**src/verilog/ext_mem_settings.svh**
```systemverilog
`ifndef EXT_MEM_SETTINGS_SVH
`define EXT_MEM_SETTINGS_SVH

// Word address width, shared by every level of the hierarchy
`define EXT_MEM_ADDR_W 12

`define EXT_MEM_DATA_W 32

// Index widths, one word per line
`define EXT_MEM_L1_IDX_W 4
`define EXT_MEM_L2_IDX_W 6

// Main memory response delay in cycles
`define EXT_MEM_RAM_LAT 2

`endif
```
**src/verilog/mem_bus_pkg.sv**
```systemverilog
`default_nettype none

`include "ext_mem_settings.svh"

package mem_bus_pkg;

   // Native bus request, fields held steady until ack
   typedef struct packed {
      logic                       req;   // Level, high while pending
      logic [`EXT_MEM_ADDR_W-1:0] addr;  // Word address
      logic [`EXT_MEM_DATA_W-1:0] wdata;
      logic [3:0]                 wstrb; // All zero for a read
   } mem_req_t;

   typedef struct packed {
      logic [`EXT_MEM_DATA_W-1:0] rdata;
      logic                       ack;   // One-cycle pulse
   } mem_resp_t;

   // Data bus adds the control space select
   typedef struct packed {
      logic     ctrl;
      mem_req_t bus;
   } dreq_t;

endpackage

`default_nettype wire

```
**src/verilog/bus_merge.sv**
```systemverilog
`default_nettype none

module bus_merge
   import mem_bus_pkg::*;
(
   input  wire             clk_i,
   input  wire             rst_i,
   input  wire             mem_req_t [1:0] m_req_i,
   output mem_resp_t [1:0] m_resp_o,
   output mem_req_t        s_req_o,
   input  wire             mem_resp_t s_resp_i
);

   logic busy_q;
   logic sel_q;
   logic sel;

   // Master 1 wins when free, grant frozen while busy
   assign sel = busy_q ? sel_q : m_req_i[1].req;

   assign s_req_o = m_req_i[sel];

   always_comb begin
      for (int m = 0; m < 2; m++) begin
         m_resp_o[m].rdata = s_resp_i.rdata;
         m_resp_o[m].ack   = s_resp_i.ack && (sel == m[0]);
      end
   end

   always_ff @(posedge clk_i or posedge rst_i) begin
      if (rst_i) begin
         busy_q <= 1'b0;
         sel_q  <= 1'b0;
      end else if (busy_q) begin
         if (s_resp_i.ack)
            busy_q <= 1'b0; // Released on the slave ack
      end else if (s_req_o.req) begin
         busy_q <= 1'b1;
         sel_q  <= sel;
      end
   end

endmodule

`default_nettype wire

```
**config.mk**
```make
export PLATFORM = sky130hd
export DESIGN_NAME = bus_merge
export DESIGN_NICKNAME = d
export VERILOG_FILES = /design/src/verilog/mem_bus_pkg.sv /design/src/verilog/bus_merge.sv
export VERILOG_INCLUDE_DIRS = /design/src /design/src/verilog
export SDC_FILE = /design/constraint.sdc
export NUM_CORES = 1
export LEC_CHECK = 0
export BUFFER_PORTS_ARGS = -buffer_cell sky130_fd_sc_hd__clkbuf_2
export CAP_MARGIN = 20
export CELL_PAD_IN_SITES_DETAIL_PLACEMENT = 1
export CELL_PAD_IN_SITES_GLOBAL_PLACEMENT = 1
export CORE_MARGIN = 2
export CORE_UTILIZATION = 16
export CTS_CLUSTER_SIZE = 8
export DETAILED_ROUTE_END_ITERATION = 7
export HOLD_SLACK_MARGIN = 0.12
export PLACE_DENSITY_LB_ADDON = 0.1
export REMOVE_ABC_BUFFERS = 1
export SYNTH_ARGS = -nofsm -noshare
export SYNTH_HDL_FRONTEND = slang
export SYNTH_SLANG_ARGS = --single-unit
```
**constraint.sdc**
```tcl
create_clock -name clk_i -period 1.8 [get_ports clk_i]
set_input_delay 0.09 -clock clk_i [delete_from_list [all_inputs] [get_ports clk_i]]
set_output_delay 0.09 -clock clk_i [all_outputs]
set_load 0.01 [all_outputs]
```
==> out/summary.txt <==
ant diodes - 0
synthesized instance count - 131
CP Cell Sequence - mux2i_4 -> buf_4 -> clkbuf_16 -> mux2_4 -> clkbuf_2
Max Clock Freq - 576 MHz
CTS max path bufs - 2
I/O pin cnt - 248
GP Congestion - 0.812
Final Core Density - 22.8%
fin worst setup slack - 64.3 ps
drt wl/cell - 21.1 µm
dpl ws - 115 ps
Vias/cell - 3.98
TritonCTS Sinks - 2
top-area cell type share of the netlist area - 51.5%
Logic pwr share - 81.0%
Routed Antenna Nets - 0
CP endpoint kind - primary output
clock skew - 4.50 ps
Clk pwr share - 14.0%
P_int - 0.000823 W
CP max stage cell - dfrtp_2
CP max stage delay - 390 ps
# fillers - 1,034
clk root buf - clkbuf_8
count leader, synth - buf_4
Remaining DRCs - 0
Flop pwr share - 5.0%
post-synthesis register bit count - 2
First DRT Iteration DRCs - 17
Hold Fails Final Rpt - 0
Die Ht - 97.5 µm
H-tree Lvls - 1
CP Class - register to primary output
Post-synth ARST share - 100%
Remaining Overflow, GRT - 0
layout cells sized above 1 - 93.8%
Die ar. - 9510 µm²
worst slew pin tran - 178 ps
initial antenna violation count - 0
# nets final - 361
Tot Pwr - 0.00127 W
share of the yosys chip area belonging to registers - 3.58%
synthesis-to-finish area growth - 40.2%
Psw - 0.000444 W
PortBufs - 151
number of synthesized flops with an enable pin - 0
switching fraction of total power - 35.1%
Worst path top cell family by delay - multiplexers
Final Slew Violations - 0
Hold Crit Class - primary input to primary output
CP arrival - 1650 ps
synth warn - 0
RSZ-0062 raised after global routing - yes
Most used DFF post-synth - dfrtp_1
CTS tree - done
Synth cell types - 15
Setup violations, final - 0
largest net degree at the start of global routing - 20
CP startpoint kind - register
crit-path max FO - 9
Hold Path Depth - 0
Crit path buffers/inverters - 3
Clk pin slew, worst setup/hold paths - 30 ps
Core Footprint - 8590 µm²
largest cells by area after synthesis - mux2_4, buf_4, buf_6, dfrtp_1, mux2i_4
r2r worst-path depth - 3
worst relative slew slack - 87.9%
P_leak - 1.19 nW
PD cells - 646 nW/µm²
minimum clock period after layout - 1740 ps
post-route clock period utilization - 96.4%
gr usage total - 13.2%
Num CTS Buffers - 3
synthesized area - 1400 µm²
first-pass GRT wire length - 9.20 mm
max_cap viols - 0
Starting Density - 16.3%
Crit path required time - 1710 ps
most frequent cells after synthesis - buf_4, mux2_4, buf_6
DRT Wirelength - 7.05 mm
number of global-route vias before repair - 1,388
Die Wd - 97.5 µm
Crit path depth - 5
VDD IR max - 0.362 mV
drt pass-1 iters - 4
worst skew pair latency - 210 ps
vias - 1,330
status - finished clean
Avg Cell Area, Syn - 10.7 µm²
area leader, netlist - mux2_4
cell row count - 34
-- metal layers --
metal  share of wire (%)  track usage (%)  vias to the layer above  wire (µm)
met2                  44             20.2                      156       3070
met3                  22             14.0                        4       1570
met4                0.20             1.18                        4         14
met1                  32             12.0                      596       2260
li1                    -                -                      570          -
met5                 1.9             12.6                        -        133
-- cells in the final DEF (no fill, tap or decap), drive strengths merged --
cell type    count
dlygate4sd3      2
mux2            48
a22o             1
dfrtp            2
a21oi            1
clkbuf         156
a21boi           1
inv              2
or2b             1
nor2b            1
o22a             1
nor3             1
and2             1
bufbuf           1
nand2b           1
buf              5
mux2i            1
-- power groups by stage --
stage | clock (W) | combinational [W] | sequential (W)
floorplan | 0 | 0.000587 | 0.0000632
global placement | 0 | 0.000927 | 0.0000656
detailed placement | 0 | 0.000926 | 0.0000662
CTS | 0.000181 | 0.000993 | 0.0000635
global route | 0.000184 | 0.00110 | 0.0000650
finish | 0.000177 | 0.00103 | 0.0000637
-- timing repair --
action                                  CTS  global route
gates cloned                              1             2
hold endpoints to repair                  3             0
endpoints found under the setup margin   48            20
setup buffers                             3             0
resized for setup                         1             0
hold buffers                              2             0
-- worst register-to-register path, cell delays in order (launching register included) --
cell	delay [ps]
dfrtp_2	420
buf_4	160
nand2b_1	130
a22o_1	190
-- per-stage QoR --
step	TNS, ps	cell area [µm²]	hold WS [ps]	instances
after global placement	0	1790	-70.1	323
final	0	1960	180	334
after detailed placement	0	1790	-76.1	323
after floorplan	-31690	862	-169	62
after CTS	0	1910	180	332
after global routing	-53.6	1960	180	334
-- flip-flops by register name, summed over array words and instances, names as in the netlist --
signal / count
busy_q: 1
sel_q: 1
-- path summary, 6_finish.rpt --
check	slack, ps	endpoint	start
setup / recovery	60	s_req_o[13]	busy_q
hold / removal	180	m_resp_o[59]	s_resp_i[26]
setup reg to reg	770	sel_q	busy_q
hold reg to reg	630	sel_q	sel_q
max in group asynchronous	1410	busy_q	rst_i
min in group asynchronous	270	busy_q	rst_i
-- cells by family (layout without fill, tap and decap cells) --
family / Yosys count / in the layout / synth area share (%)
mux: 49 / 49 / 53.1
compound gates: 4 / 4 / 2.15
simple gates: 5 / 5 / 2.24
buf+inv: 71 / 166 / 38.9
flops: 2 / 2 / 3.58
-- layout make-up --
class	count	area (µm²)	area share, %
well taps	108	135	6.89
inverters	2	7.51	0.383
clock buffers	3	41.3	2.11
flip-flops and latches	2	51.3	2.62
repair buffers	161	921	47.0
multi-input cells	58	805	41.0
Note: power is estimated with default switching activity, not from simulation.
